===== src/hdl/conv_pkg.sv =====
`default_nettype none

package conv_pkg;

  // Array geometry
  localparam int COLS = 4;
  localparam int ROWS = 4;

  // Signed data widths
  localparam int X_BITS = 8;
  localparam int K_BITS = 8;
  localparam int M_BITS = X_BITS + K_BITS;
  localparam int Y_BITS = 24;

  // Beat accepted to product registered
  localparam int DELAY_MUL = 3;

  // Kernel support, odd widths up to KW_MAX
  localparam int KW_MAX = 3;
  localparam int KW2_BITS = 1;

  // Shift phase counter, holds up to 2*kw2
  localparam int SHIFT_BITS = KW2_BITS + 1;

  // Beats per channel group
  localparam int CIN_BITS = 8;

  // Column index on the output side
  localparam int COL_BITS = $clog2(COLS);
  localparam logic [COL_BITS-1:0] LAST_COL = COL_BITS'(COLS - 1);

  // Flags carried alongside every beat
  typedef struct packed {
    logic [KW2_BITS-1:0] kw2;
    logic                is_cin_last;
    logic                is_w_first;
  } beat_tag_t;

endpackage

`default_nettype wire


===== src/hdl/beat_sequencer.sv =====
`default_nettype none

module beat_sequencer (
  input  logic                                              clk,
  input  logic                                              resetn,
  input  logic                                              s_valid,
  output logic                                              s_ready,
  input  logic                                              s_last,
  input  logic [conv_pkg::ROWS-1:0][conv_pkg::X_BITS-1:0]   s_pixels,
  input  logic [conv_pkg::COLS-1:0][conv_pkg::K_BITS-1:0]   s_weights,
  input  logic [conv_pkg::KW2_BITS-1:0]                     cfg_kw2,
  input  logic [conv_pkg::CIN_BITS-1:0]                     cfg_cin_beats,
  output logic                                              seq_valid,
  output logic                                              seq_last,
  output logic [conv_pkg::ROWS-1:0][conv_pkg::X_BITS-1:0]   seq_pixels,
  output logic [conv_pkg::COLS-1:0][conv_pkg::K_BITS-1:0]   seq_weights,
  output conv_pkg::beat_tag_t                               seq_tag,
  input  logic                                              eng_ready
);

  logic [conv_pkg::CIN_BITS-1:0] beat_cnt;
  logic [conv_pkg::CIN_BITS-1:0] cin_held;
  logic [conv_pkg::CIN_BITS-1:0] cin_now;
  logic [conv_pkg::KW2_BITS-1:0] kw2_held;
  logic [conv_pkg::KW2_BITS-1:0] kw2_now;
  logic                          first_beat;
  logic                          last_beat;
  logic                          take;

  // Slice can take a beat when empty or draining this cycle
  assign s_ready = !seq_valid || eng_ready;
  assign take    = s_valid && s_ready;

  assign first_beat = (beat_cnt == '0);

  // Config levels are live on the first beat, held for the rest of the group
  assign cin_now = first_beat ? cfg_cin_beats : cin_held;
  assign kw2_now = first_beat ? cfg_kw2 : kw2_held;

  // A zero count behaves like a count of one
  assign last_beat = ({1'b0, beat_cnt} + 1'b1) >= {1'b0, cin_now};

  always_ff @(posedge clk) begin
    if (!resetn) begin
      seq_valid <= 1'b0;
      beat_cnt  <= '0;
      cin_held  <= '0;
      kw2_held  <= '0;
    end else begin
      if (s_ready) begin
        seq_valid <= s_valid;
      end
      if (take) begin
        beat_cnt <= last_beat ? '0 : beat_cnt + 1'b1;
        if (first_beat) begin
          cin_held <= cfg_cin_beats;
          kw2_held <= cfg_kw2;
        end
      end
    end
  end

  // Beat payload and its tag
  always_ff @(posedge clk) begin
    if (take) begin
      seq_last            <= s_last;
      seq_pixels          <= s_pixels;
      seq_weights         <= s_weights;
      seq_tag.kw2         <= kw2_now;
      seq_tag.is_cin_last <= last_beat;
      seq_tag.is_w_first  <= first_beat;
    end
  end

endmodule

`default_nettype wire


===== config.mk =====
export PLATFORM = sky130hd
export DESIGN_NAME = beat_sequencer
export DESIGN_NICKNAME = d
export VERILOG_FILES = /design/src/hdl/conv_pkg.sv /design/src/hdl/beat_sequencer.sv
export SDC_FILE = /design/constraint.sdc
export NUM_CORES = 1
export LEC_CHECK = 0
export ABC_AREA = 1
export CAP_MARGIN = 20
export CORE_AREA = 5 5 92 94
export CTS_CLUSTER_DIAMETER = 50
export DETAILED_ROUTE_END_ITERATION = 10
export DIE_AREA = 0 0 97 99
export DONT_BUFFER_PORTS = 1
export PLACE_DENSITY_LB_ADDON = 0.08
export SYNTH_ARGS = -nofsm -noshare
export SYNTH_HDL_FRONTEND = slang
export SYNTH_SLANG_ARGS = --single-unit
export TNS_END_PERCENT = 10

===== constraint.sdc =====
create_clock -name clk -period 4.09 [get_ports clk]
set_clock_uncertainty 0.2 [all_clocks]
set_input_delay 0.6135 -clock clk [delete_from_list [all_inputs] [get_ports clk]]
set_output_delay 0.6135 -clock clk [all_outputs]
set_load 0.02 [all_outputs]

==> results.md <==
* Syn Std Cell Area at approximately 3300 µm²
* Core area at approximately 7600 µm²
* Internal power at 1.36 mW
* Vias per std cell at approximately 4.8
* Setup TNS at 0 ns
* Endpoints failing hold at 0
* Fin util at a little under half
* Sequential cell area at 2400 µm²
* Initial Util at 43.2%
* Worst path slowest cell: dfxtp_1
* Synthesized instance count at 250
* Yosys warns at 0
* Ports at between 100 and 150
* Vias in the first global route at roughly 1700
* Wirelength per Cell at ~17 µm
* Largest net degree at the start of global routing at 67
* Post-synthesis cell type count at 28
* FMAX at roughly 340 MHz
* Initial antenna violation count at 0
* Cell area power density at between 500 and 600 nW/µm²
* GR Util met3 at between 5 and 6%
* CTS Buf Count at 9
* Clk sink count at 86
* GRT overflow at 0
* Final worst-path cycle share at slightly above 70%
* Fin. max-slew vios at 0
* Clock root buffer master: clkbuf_8
* Post-synthesis sequential area ratio at 73.5%
* Startpoint types: register
* CP Data Required Time at 4.16 ns
* Dpl hpwl at about 4600 µm
* CP dominant cell by count: nand2_1
* WP data arrival at about 3 ns
* Worst skew pair latency at around 0.34 ns
* Actual slew at the worst max-slew pin at about 0.76 ns
* Sequential power share at about three fifths
* Row count at 32
* All-Layer GR Usage at around an eighth
* # H-tree levels at 3
* Final estimated routing congestion in global placement at roughly 0.76
* Critical Path Max Stage Delay at roughly 0.37 ns
* Final net count at 346
* Synth Area in Compound Gates at under 10%
* Post-DRT Antenna Nets at 0
* P_leak at approximately 1.4 nW
* Layout cell share with drive strength beyond 1 at ~13%
* Clock transition at the registers of the reported paths at 0.09 ns
* Die width at just under 100 µm
* Slew margin rel. at 49.2%
* DR vias at roughly 1700
* Fillers at 686
* Global routing's busiest layer: met2
* Status: finished clean
* CP delay by family, top: simple AND/OR/NAND/NOR gates
* VDD IR max at 0.199 mV
* PostCTS Resize Cnt at 0
* M1 GR Usage at around 15%
* CP Capture Type: register
* Worst path bufs/invs at 3
* Final WL at between 6000 and 7000 µm
* Largest family of logic cells by synthesized area: simple AND/OR/NAND/NOR gates
* Hold Buf Count CTS at 0
* Power share of the clock group at about 31%
* RSZ-0062 raised after global routing: no
* Post-Synth XOR/XNOR Area at 1.57%
* # setup viols final at 0
* Simple-Gate Fraction of Synth Area at a little under an eighth
* Ant. Diodes at 0
* Multiplexer share of the synthesized area at 0%
* Combinational Power Share at 9.8%
* HP Class: input port to register
* CP max FO at 11
* Setup Buffers After CTS at 0
* Met2 Use GR at 20.4%
* Fraction of the mapped netlist area in adder cells at 3.83%
* Fin crit period at between 2 and 3 ns
* DRT Pass-1 Iters at 4
* Crit path kind: register to register
* Sw Ratio at a little over a quarter
* Multi-input logic area at slightly above 700 µm²
* Number of synthesized register bits at 86
* Synth Net Count at ~340
* Clk buf depth at 2
* Crit path cell chain: inv_1, ha_1, nor3b_1, nand2_1, inv_2, nand2_1, nand2_1, inv_1, ha_1, a21oi_1, nand3_1, nand2_1, nand2_1, nand2_1, nand3_1, a21oi_1
* P&R area growth vs syn at 9.53%
* TritonCTS clock tree: yes
* Port Buf Inserts at 0
* Drt drc at 0
* Initial detailed-routing violation count at 63
* Max_cap viols at 0
* Die area at 9600 µm²
* Die Y at just under 100 µm
* NetSw at 0.515 mW
* Syn Area/Cell at roughly 13 µm²
* First-pass GRT wire length at roughly 9500 µm
==> per-stage QoR <==
step	hold slack [ns]	worst slack (ns)	instances	total power [mW]	instance area (µm²)
after floorplan	0.313	1.43	250	1.27	3270
after global placement	0.341	1.14	349	1.31	3380
after detailed placement	0.339	1.11	349	1.32	3380
after CTS	0.132	1.08	365	1.91	3580
after global routing	0.125	0.788	365	1.97	3580
final	0.157	1.12	365	1.88	3580
==> worst paths after layout <==
path	cells after the start	end	from	slack [ns]
setup reg to reg	16	beat_cnt[7]$_SDFFE_PN0P_	beat_cnt[0]$_SDFFE_PN0P_	1.12
hold reg to reg	2	beat_cnt[0]$_SDFFE_PN0P_	beat_cnt[0]$_SDFFE_PN0P_	0.35
hold / removal	0	seq_pixels[20]$_DFFE_PP_	s_pixels[20]	0.16
setup / recovery	16	beat_cnt[7]$_SDFFE_PN0P_	beat_cnt[0]$_SDFFE_PN0P_	1.12
==> state kept, by name (all words and copies together) (netlist names) <==
name and cells:
kw2_held 1, seq_tag 3, seq_last 1, cin_held 8, beat_cnt 8, seq_weights 32
seq_valid 1, seq_pixels 32
==> Yosys cell counts <==
library cell | number | area (µm²)
ha_1 | 10 | 125
buf_2 | 2 | 10.0
nand3_2 | 3 | 30.0
nand2_1 | 39 | 146
nor3b_1 | 1 | 7.51
xor2_1 | 3 | 26.3
xor2_2 | 1 | 16.3
o21ai_0 | 7 | 35.0
a31oi_2 | 1 | 12.5
a21oi_1 | 10 | 50.1
clkbuf_1 | 2 | 7.51
xnor2_1 | 1 | 8.76
dfxtp_1 | 18 | 360
edfxtp_1 | 68 | 2040
nor2_2 | 1 | 6.26
inv_1 | 32 | 120
o21ai_2 | 1 | 8.76
nand2_2 | 5 | 31.3
nand3_1 | 10 | 50.1
nor4_2 | 1 | 12.5
inv_2 | 1 | 3.75
buf_6 | 1 | 11.3
clkinv_1 | 1 | 3.75
nor2_4 | 1 | 11.3
nand4_1 | 1 | 6.26
nor2_1 | 19 | 71.3
o21ai_1 | 9 | 45.0
a21oi_2 | 1 | 8.76
==> logic make-up (layout without fill, tap and decap cells) <==
kind of cell	after synthesis	count (layout)
adder cells (fa/ha/maj)	10	10
AND/OR/NAND/NOR	81	81
AO/OA/AOI/OAI	29	29
flip-flops	86	86
XOR/XNOR	5	5
buffers and inverters	39	52
==> cells in the final DEF, fill, tap and decap left out, drive strengths merged, types with 4 or more instances in the layout <==
| master | netlist | routed |
|---|---|---|
| nand3 | 13 | 13 |
| nand2 | 44 | 44 |
| xor2 | 4 | 4 |
| inv | 33 | 33 |
| o21ai | 17 | 17 |
| ha | 10 | 10 |
| clkinv | 1 | 7 |
| edfxtp | 68 | 68 |
| dfxtp | 18 | 18 |
| clkbuf | 2 | 9 |
| a21oi | 11 | 11 |
| nor2 | 21 | 21 |
==> final cells by class <==
| type | instances | area share [%] |
|---|---|---|
| Sequential cell | 86 | 67.1 |
| Clock buffer | 9 | 3.46 |
| Tap cell | 102 | 3.57 |
| Inverter | 34 | 3.60 |
| Timing Repair Buffer | 2 | 0.419 |
| Multi-Input combinational cell | 125 | 19.8 |
| Clock inverter | 7 | 2.03 |
==> power groups by stage <==
stage | Clock (mW) | Combinational, mW | Sequential, mW
final | 0.588 | 0.183 | 1.11
after global routing | 0.644 | 0.216 | 1.11
after CTS | 0.612 | 0.188 | 1.11
after detailed placement | 0 | 0.187 | 1.13
after global placement | 0 | 0.185 | 1.13
after floorplan | 0 | 0.153 | 1.12
==> layer usage <==
layer	routed length, µm	vias to the layer above
met5	0	-
met4	65	0
li1	-	865
met1	2760	806
met3	490	4
met2	3040	72
==> worst reg2reg max path: stages, from the launching register on <==
cell,delay [ns]
dfxtp_1,0.37
inv_1,0.08
ha_1,0.13
nor3b_1,0.17
nand2_1,0.33
inv_2,0.26
nand2_1,0.07
nand2_1,0.09
inv_1,0.05
ha_1,0.30
a21oi_1,0.14
nand3_1,0.09
nand2_1,0.06
nand2_1,0.04
nand2_1,0.25
nand3_1,0.11
a21oi_1,0.15
Power figures use the tool's default switching activity.
