$ cat config.mk
export PLATFORM = sky130hd
export DESIGN_NAME = column_serializer
export DESIGN_NICKNAME = d
export VERILOG_FILES = /design/src/hdl/conv_pkg.sv /design/src/hdl/column_serializer.sv
export SDC_FILE = /design/constraint.sdc
export NUM_CORES = 1
export LEC_CHECK = 0
export BUFFER_PORTS_ARGS = -buffer_cell sky130_fd_sc_hd__buf_2
export CORE_AREA = 5 5 189 191
export CTS_CLUSTER_DIAMETER = 120
export DETAILED_ROUTE_END_ITERATION = 8
export DIE_AREA = 0 0 194 196
export HOLD_SLACK_MARGIN = 0.15
export MAX_ROUTING_LAYER = met4
export PLACE_DENSITY_LB_ADDON = 0.3
export SLEW_MARGIN = 20
export SYNTH_ARGS = -nofsm -noshare
export SYNTH_HDL_FRONTEND = slang
export SYNTH_SLANG_ARGS = --single-unit
export TNS_END_PERCENT = 10
$ cat constraint.sdc
create_clock -name clk -period 30 [get_ports clk]
set_clock_uncertainty 0.1 [all_clocks]
set_input_delay 6 -clock clk [delete_from_list [all_inputs] [get_ports clk]]
set_output_delay 6 -clock clk [all_outputs]
set_load 0.03 [all_outputs]
$ cat src/hdl/conv_pkg.sv
`default_nettype none

package conv_pkg;

  // Array geometry
  localparam int COLS = 4;
  localparam int ROWS = 4;

  // Signed data widths
  localparam int X_BITS = 8;
  localparam int K_BITS = 8;
  localparam int M_BITS = X_BITS + K_BITS;
  localparam int Y_BITS = 24;

  // Beat accepted to product registered
  localparam int DELAY_MUL = 3;

  // Kernel support, odd widths up to KW_MAX
  localparam int KW_MAX = 3;
  localparam int KW2_BITS = 1;

  // Shift phase counter, holds up to 2*kw2
  localparam int SHIFT_BITS = KW2_BITS + 1;

  // Beats per channel group
  localparam int CIN_BITS = 8;

  // Column index on the output side
  localparam int COL_BITS = $clog2(COLS);
  localparam logic [COL_BITS-1:0] LAST_COL = COL_BITS'(COLS - 1);

  // Flags carried alongside every beat
  typedef struct packed {
    logic [KW2_BITS-1:0] kw2;
    logic                is_cin_last;
    logic                is_w_first;
  } beat_tag_t;

endpackage

`default_nettype wire

$ cat src/hdl/column_serializer.sv
`default_nettype none

module column_serializer (
  input  logic                                                          clk,
  input  logic                                                          resetn,
  input  logic                                                          res_valid,
  input  logic                                                          res_last,
  input  logic [conv_pkg::COLS-1:0][conv_pkg::ROWS-1:0][conv_pkg::Y_BITS-1:0] res_data,
  output logic                                                          res_ready,
  output logic                                                          m_valid,
  output logic                                                          m_last,
  output logic [conv_pkg::ROWS-1:0][conv_pkg::Y_BITS-1:0]               m_data,
  output logic [conv_pkg::COL_BITS-1:0]                                 m_col,
  input  logic                                                          m_ready
);

  logic [conv_pkg::COLS-1:0][conv_pkg::ROWS-1:0][conv_pkg::Y_BITS-1:0] data_r;
  logic                                                              last_r;
  logic [conv_pkg::COL_BITS-1:0]                                     col;
  logic                                                              busy;
  logic                                                              last_col;
  logic                                                              load;

  // New result only when the previous one is fully out
  assign res_ready = !busy;
  assign load      = res_valid && !busy;
  assign last_col  = (col == conv_pkg::LAST_COL);

  always_ff @(posedge clk) begin
    if (!resetn) begin
      busy <= 1'b0;
      col  <= '0;
    end else if (load) begin
      busy <= 1'b1;
      col  <= '0;
    end else if (busy && m_ready) begin
      if (last_col) begin
        busy <= 1'b0;
      end
      col <= col + 1'b1;
    end
  end

  always_ff @(posedge clk) begin
    if (load) begin
      data_r <= res_data;
      last_r <= res_last;
    end
  end

  assign m_valid = busy;
  assign m_col   = col;
  assign m_data  = data_r[col];
  // Frame end only on the final column
  assign m_last  = last_r && last_col;

endmodule

`default_nettype wire

==> results.cfg, run 1 <==
[synth]
synthDistinctLibCells = 17
yosysSeqAreaShare = 0.829
synthTopCellsByArea = edfxtp_1 83%, mux4_2 15%, dfxtp_1 0.43%, buf_2 0.39%, buf_6 0.24%
synth_area_mm2 = 0.0140
synth_warnings = 0
synthCells = 520
syn_area_per_cell_um2 = 26.9
synth_top_area_share = 0.825
synth_top_area_cell = edfxtp_1
synth-seq-cells = 388
syn-num-nets = 910

[flow_run]
cap_violations = 0

[sta]
grt_setup_unrepaired = false
slew_violations = 0
hold_viol = 0
max_freq_mhz = 112
finalCritPeriodShare = 0.298
worst_pin_slew_ns = 1.20
setup_ws_ns = 21.06
min_period_ns = 8.94
fin_setup_tns_ns = 0
slew-limit-headroom = 0.199
holdWs_ns = 0.522
setup_viol = 0

[power_and_ir_drop]
total_power_mw = 1.25
power_leakage_nw = 6.83
power_density_mw_per_mm2 = 68.3
ir_drop_mv = 0.0463

[global_route]
gr-usage-met1 = 0.199
grt_max_degree = 200
use_met3 = 0.0592
grt_pass1_wl_mm = 48.8
grt.overflow.total = 0
grt_pass1_vias = 8165
busiest_layer = met2
antenna_found_initial = 8
grtUsageMet2 = 0.295
grt.total_usage = 0.175

[finish]
drive_above_1_share = 0.608
nNetsFinal = 1427
stdcell_count = 1528
design_area_mm2 = 0.0182
final_util = 0.537
synthToLayoutAreaGrowth_pct = 30.2

[critical_path]
cp-start-kind = flop
cp_max_fo = 56
arrival_ns = 2.84
critPathKind = flop to output port
endpoint_kind = output port
critical_path_required_ns = 23.90

[floorplan]
ios = 490
dieHeight_um = 196
die_x_um = 194
initial_core_util = 0.413
core_mm2 = 0.0339
num_rows = 68
dieArea_mm2 = 0.0380

[clock_tree]
clockRootBuffer = clkbuf_16
numCtsBuffers = 42
postCtsResizedCells = 0
cts_setup_buffers = 0
clock_latency_ns = 0.54
hold_buffers = 0
h-tree-depth = 2
clkSlewWorstSetupHoldPaths_ns = 0.05
cts.sinks = 388
cts_tree = done
cts_buffer_depth = 3

[routing]
wl_per_cell_um = 21.8
wl_mm = 33.3
drtAntennaViolNets = 0
via_per_inst = 4.86
first_iter_violations = 420
drc = 0
via_count = 7431
first_pass_iters = 4

[place]
placed_cells = 1448
port-buffer-count = 489
pre_cts_ws_ns = 20.70
place.gp.congestion = 0.810
hpwlAfterDp_mm = 24.0
placed_cell_area_mm2 = 0.0170

[outcome]
status = finished clean

[hold_path]
hold_path.class = flop to flop
==> state kept, by name, summed over array words and instances, names as in the netlist <==
register and cells:
data_r 384, last_r 1, m_col 2, m_valid 1
==> cells in the final DEF (no fill, tap or decap) <==
cell / netlist / final
a21oi_1: 2 / 2
a31oi_1: 1 / 1
and2_1: 1 / 1
buf_12: 1 / 1
buf_2: 11 / 489
buf_4: 1 / 5
bufinv_16: 0 / 2
clkbuf_1: 6 / 10
clkbuf_16: 0 / 43
clkinv_1: 0 / 9
clkinv_2: 0 / 5
dfxtp_1: 3 / 1
dfxtp_4: 0 / 2
diode_2: 0 / 8
edfxtp_1: 385 / 385
ha_1: 1 / 1
inv_1: 1 / 1
inv_6: 0 / 2
inv_8: 0 / 1
mux2i_1: 1 / 1
mux4_2: 96 / 96
nor2b_1: 3 / 2
nor2b_4: 0 / 1
o21ai_0: 3 / 3
xnor2_1: 1 / 1
==> power by group <==
group	switching, mW	internal (mW)	total, mW
Clock	0.198	0.279	0.478
Combinational	0.0740	0.0522	0.126
Sequential	0.00975	0.633	0.643
Total	0.282	0.965	1.25
==> synthesized netlist by cell type <==
cell / instances
a21oi_1: 2
a31oi_1: 1
and2_1: 1
buf_12: 1
buf_2: 11
buf_4: 1
buf_6: 3
clkbuf_1: 6
dfxtp_1: 3
edfxtp_1: 385
ha_1: 1
inv_1: 1
mux2i_1: 1
mux4_2: 96
nor2b_1: 3
o21ai_0: 3
xnor2_1: 1
==> cell families after synthesis <==
logic type,count (synthesis),share of synthesized area
compound gates,6,0.00223
mux,97,0.155
buf+inv,23,0.0102
flops,388,0.829
simple gates,4,0.00179
fa+ha+maj,1,0.000893
xor+xnor,1,0.000625
==> layer usage <==
metal,vias to the layer above,routed length (um)
met5,-,0
met4,0,894
met3,67,2670
met2,325,17500
met1,3732,12300
li1,3307,-
==> worst paths after layout <==
kind | cells after the start | endpoint | slack (ns) | start
setup / recovery | 3 | m_data[13] | 21.06 | m_col[1]
hold / removal | 1 | m_col[0] | 0.52 | m_valid
setup reg to reg | 3 | data_r[11] | 26.44 | m_valid
hold reg to reg | 1 | m_col[0] | 0.52 | m_valid
==> final cells by class <==
| type | count | area, um^2 |
|---|---|---|
| Timing Repair Buffer | 495 | 2500 |
| Antenna cell | 8 | 20.0 |
| Fill cell | 2685 | 15700 |
| Inverter | 1 | 3.75 |
| Tap cell | 455 | 569 |
| Clock inverter | 19 | 148 |
| Multi-Input combinational cell | 109 | 2260 |
| Sequential cell | 388 | 11600 |
| Clock buffer | 53 | 1110 |
==> critical path: stages, from the launching register on <==
cell     delay, ns
dfxtp_4       0.79
buf_4         0.77
mux4_2        0.43
buf_2         0.20
Power figures use the tool's default switching activity.
==> run 2, diff against run 1 <==
Settings changed: ABC_AREA set to 1, CORE_AREA 5 5 189 191 to unset, CORE_MARGIN set to 5, CORE_UTILIZATION set to 47, DIE_AREA 0 0 194 196 to unset.
Clock period 30 ns to 8.2 ns, I/O delays scaled along.
==> run 2 against run 1 <==
Area after synthesis is 17% higher. Total power grew to 3.6 times the previous value. Non-clock buffer count is 1 higher. Sequential share of layout area is 6.5 points lower. Synthesized cell count grew to 2.9 times the previous value. Register-to-register slack worse by 21 ns. Critical path depth is 3 higher. Final cell count is 64% higher. Clock power grew to 3.6 times the previous value. Sequential power grew to 3.7 times the previous value. Critical path type unchanged. Largest cell class unchanged.
==> results.cfg, run 2 <==
[floorplan]
dieHeight_um = 197
ios = 490
dieArea_mm2 = 0.0387
die_x_um = 197
core_mm2 = 0.0345
num_rows = 68
initial_core_util = 0.475

[synth]
syn_area_per_cell_um2 = 10.7
synthCells = 1528
synth_top_area_cell = edfxtp_1
synth_area_mm2 = 0.0164
synth-async-reset-ratio = 0
synth_ff_type = edfxtp_1
syn-num-nets = 1918
synth_top_cells_by_count = 489 x nand2_1, 387 x inv_1, 385 x edfxtp_1
synth_top_area_share = 0.706
yosysSeqAreaShare = 0.709
synth-edff-count = 385
synth-seq-cells = 388
synthTopCellsByArea = edfxtp_1 71%, nand2_1 11%, inv_1 8.9%, nand3_1 5.9%, buf_6 1.6%
yosysMostFrequentCell = nand2_1
synth_warnings = 0
synthDistinctLibCells = 15

[power_and_ir_drop]
p_sw_frac = 0.234
comb_power_share = 0.099
seqPwrFrac = 0.523
power_leakage_nw = 9.96
power.internal_mw = 3.47
clkPwrFrac = 0.378
power_density_mw_per_mm2 = 223
p_sw_mw = 1.06
ir_drop_mv = 0.181

[clock_tree]
cts_tree = done
hold_buffers = 0
cts_buffer_depth = 3
clock_latency_ns = 0.54
cts_setup_buffers = 0
clkSlewWorstSetupHoldPaths_ns = 0.06
postCtsResizedCells = 0
numCtsBuffers = 42
cts.sinks = 388
clockRootBuffer = clkbuf_16
h-tree-depth = 2

[place]
port-buffer-count = 489
place.gp.congestion = 0.948
hpwlAfterDp_mm = 29.7

[critical_path]
cp-start-kind = flop
rr_worst_depth = 4
slowest_stage = buf_4
arrival_ns = 3.04
r2r_start = m_col[0]
cp_common_cell = nand2_1
path_cells = inv_6 > buf_4 > nand2_1 > nand3_1 > nand2_1 > buf_2
critical_path_required_ns = 6.46
cp_max_fo = 121
endpoint_kind = output port
reg2reg_slack_ns = 5.81
critPathKind = flop to output port
slowest_delay_ns = 0.73
r2r_end = m_col[1]

[finish]
regMostFlops = data_r
fill_cells = 2880
drive_above_1_share = 0.273
synthToLayoutAreaGrowth_pct = 23.9
nNetsFinal = 2394
final_util = 0.589
largest_register_ffs = 384
mostFrequentLayoutCells = 489 x nand2_1, 489 x buf_2, 386 x inv_1

[global_route]
antenna_found_initial = 11
grt_pass1_vias = 11801
grt_max_degree = 197
grt_pass1_wl_mm = 63.6
grt.total_usage = 0.219
grt.overflow.total = 0

[sta]
min_period_ns = 4.78
hold_viol = 0
grt_setup_unrepaired = false
holdWs_ns = 0.478
setup_viol = 0
fin_setup_tns_ns = 0
worst_pin_slew_ns = 1.14
max_freq_mhz = 209
slew_violations = 0
finalCritPeriodShare = 0.583
slew-limit-headroom = 0.237

[routing]
wl_per_cell_um = 17.0
first_iter_violations = 818
first_pass_iters = 5
drtAntennaViolNets = 0
wl_mm = 42.6
via_per_inst = 4.69
via_count = 11736
drc = 0

[flow_run]
cap_violations = 0

[hold_path]
hold_path.class = flop to flop
hold_start = m_valid
whs_path_depth = 2
hold_end = m_col[1]

[outcome]
status = finished clean
-- run 2: cell count changes after synthesis, sizes merged, moves of 3 or more --
cell / before / now
buf: 16 / 57
nand3: 0 / 194
o21ai: 3 / 0
nor2b: 3 / 0
mux4: 96 / 0
nand2: 0 / 489
inv: 1 / 389
-- run 2: routing by layer --
metal	routed length, um	global-route usage	vias to the layer above	share of wire
met4	1200	0.0817	0	0.028
met1	16200	0.263	5432	0.38
met3	3930	0.0547	76	0.092
li1	-	-	5737	-
met5	0	-	-	0
met2	21300	0.361	491	0.50
-- run 2: worst max-delay path, delay by kind of cell, from the launching register on --
kind          cells  cell delay (ns)
simple gates      3             0.32
flops             1             0.50
buf+inv           3             1.58
-- run 2: worst max-delay path by stage --
stage,end,startpoint,slack [ns]
after floorplan,data_r[0],res_valid,0.18
after global placement,m_data[65],m_col[0],4.01
after detailed placement,m_data[65],m_col[0],3.96
after CTS,m_data[65],m_col[0],3.34
after global routing,m_data[86],m_col[0],3.14
final,m_data[65],m_col[0],3.42
-- run 2: area by class of cell --
cell class              instances  area, um^2  area share
multi-input cells             687        2840       0.140
clock inverters                16        78.8     0.00388
well taps                     455         569      0.0280
flip-flops and latches        388       11600       0.573
clock buffers                  56        1150      0.0569
repair buffers                496        2520       0.124
inverters                     389        1470      0.0725
diodes                         15        37.5     0.00185
-- run 2: per-stage QoR --
step	total power [mW]	worst slack (ns)	area (um^2)	std cells
floorplan	2.69	0.177	16400	1528
global placement	2.85	4.01	19000	2415
detailed placement	2.86	3.96	19000	2415
CTS	4.58	3.34	20300	2487
global route	4.72	3.14	20300	2498
finish	4.53	3.42	20300	2502
-- run 2: power by group through the flow --
stage	sequential, mW	combinational [mW]	clock (mW)
final	2.37	0.449	1.71
after global routing	2.38	0.496	1.85
after CTS	2.37	0.454	1.76
after detailed placement	2.41	0.451	0
after global placement	2.40	0.442	0
after floorplan	2.43	0.266	0
-- run 2: kinds of logic (layout without fill, tap and decap cells) --
kind of cell / after synthesis / in the layout / synth area share
AO/OA/AOI/OAI: 2 / 2 / 0.000764
other: 0 / 15 / 0
AND/OR/NAND/NOR: 684 / 684 / 0.172
adder cells (fa/ha/maj): 1 / 1 / 0.000764
buffers and inverters: 453 / 957 / 0.118
flip-flops: 388 / 388 / 0.709
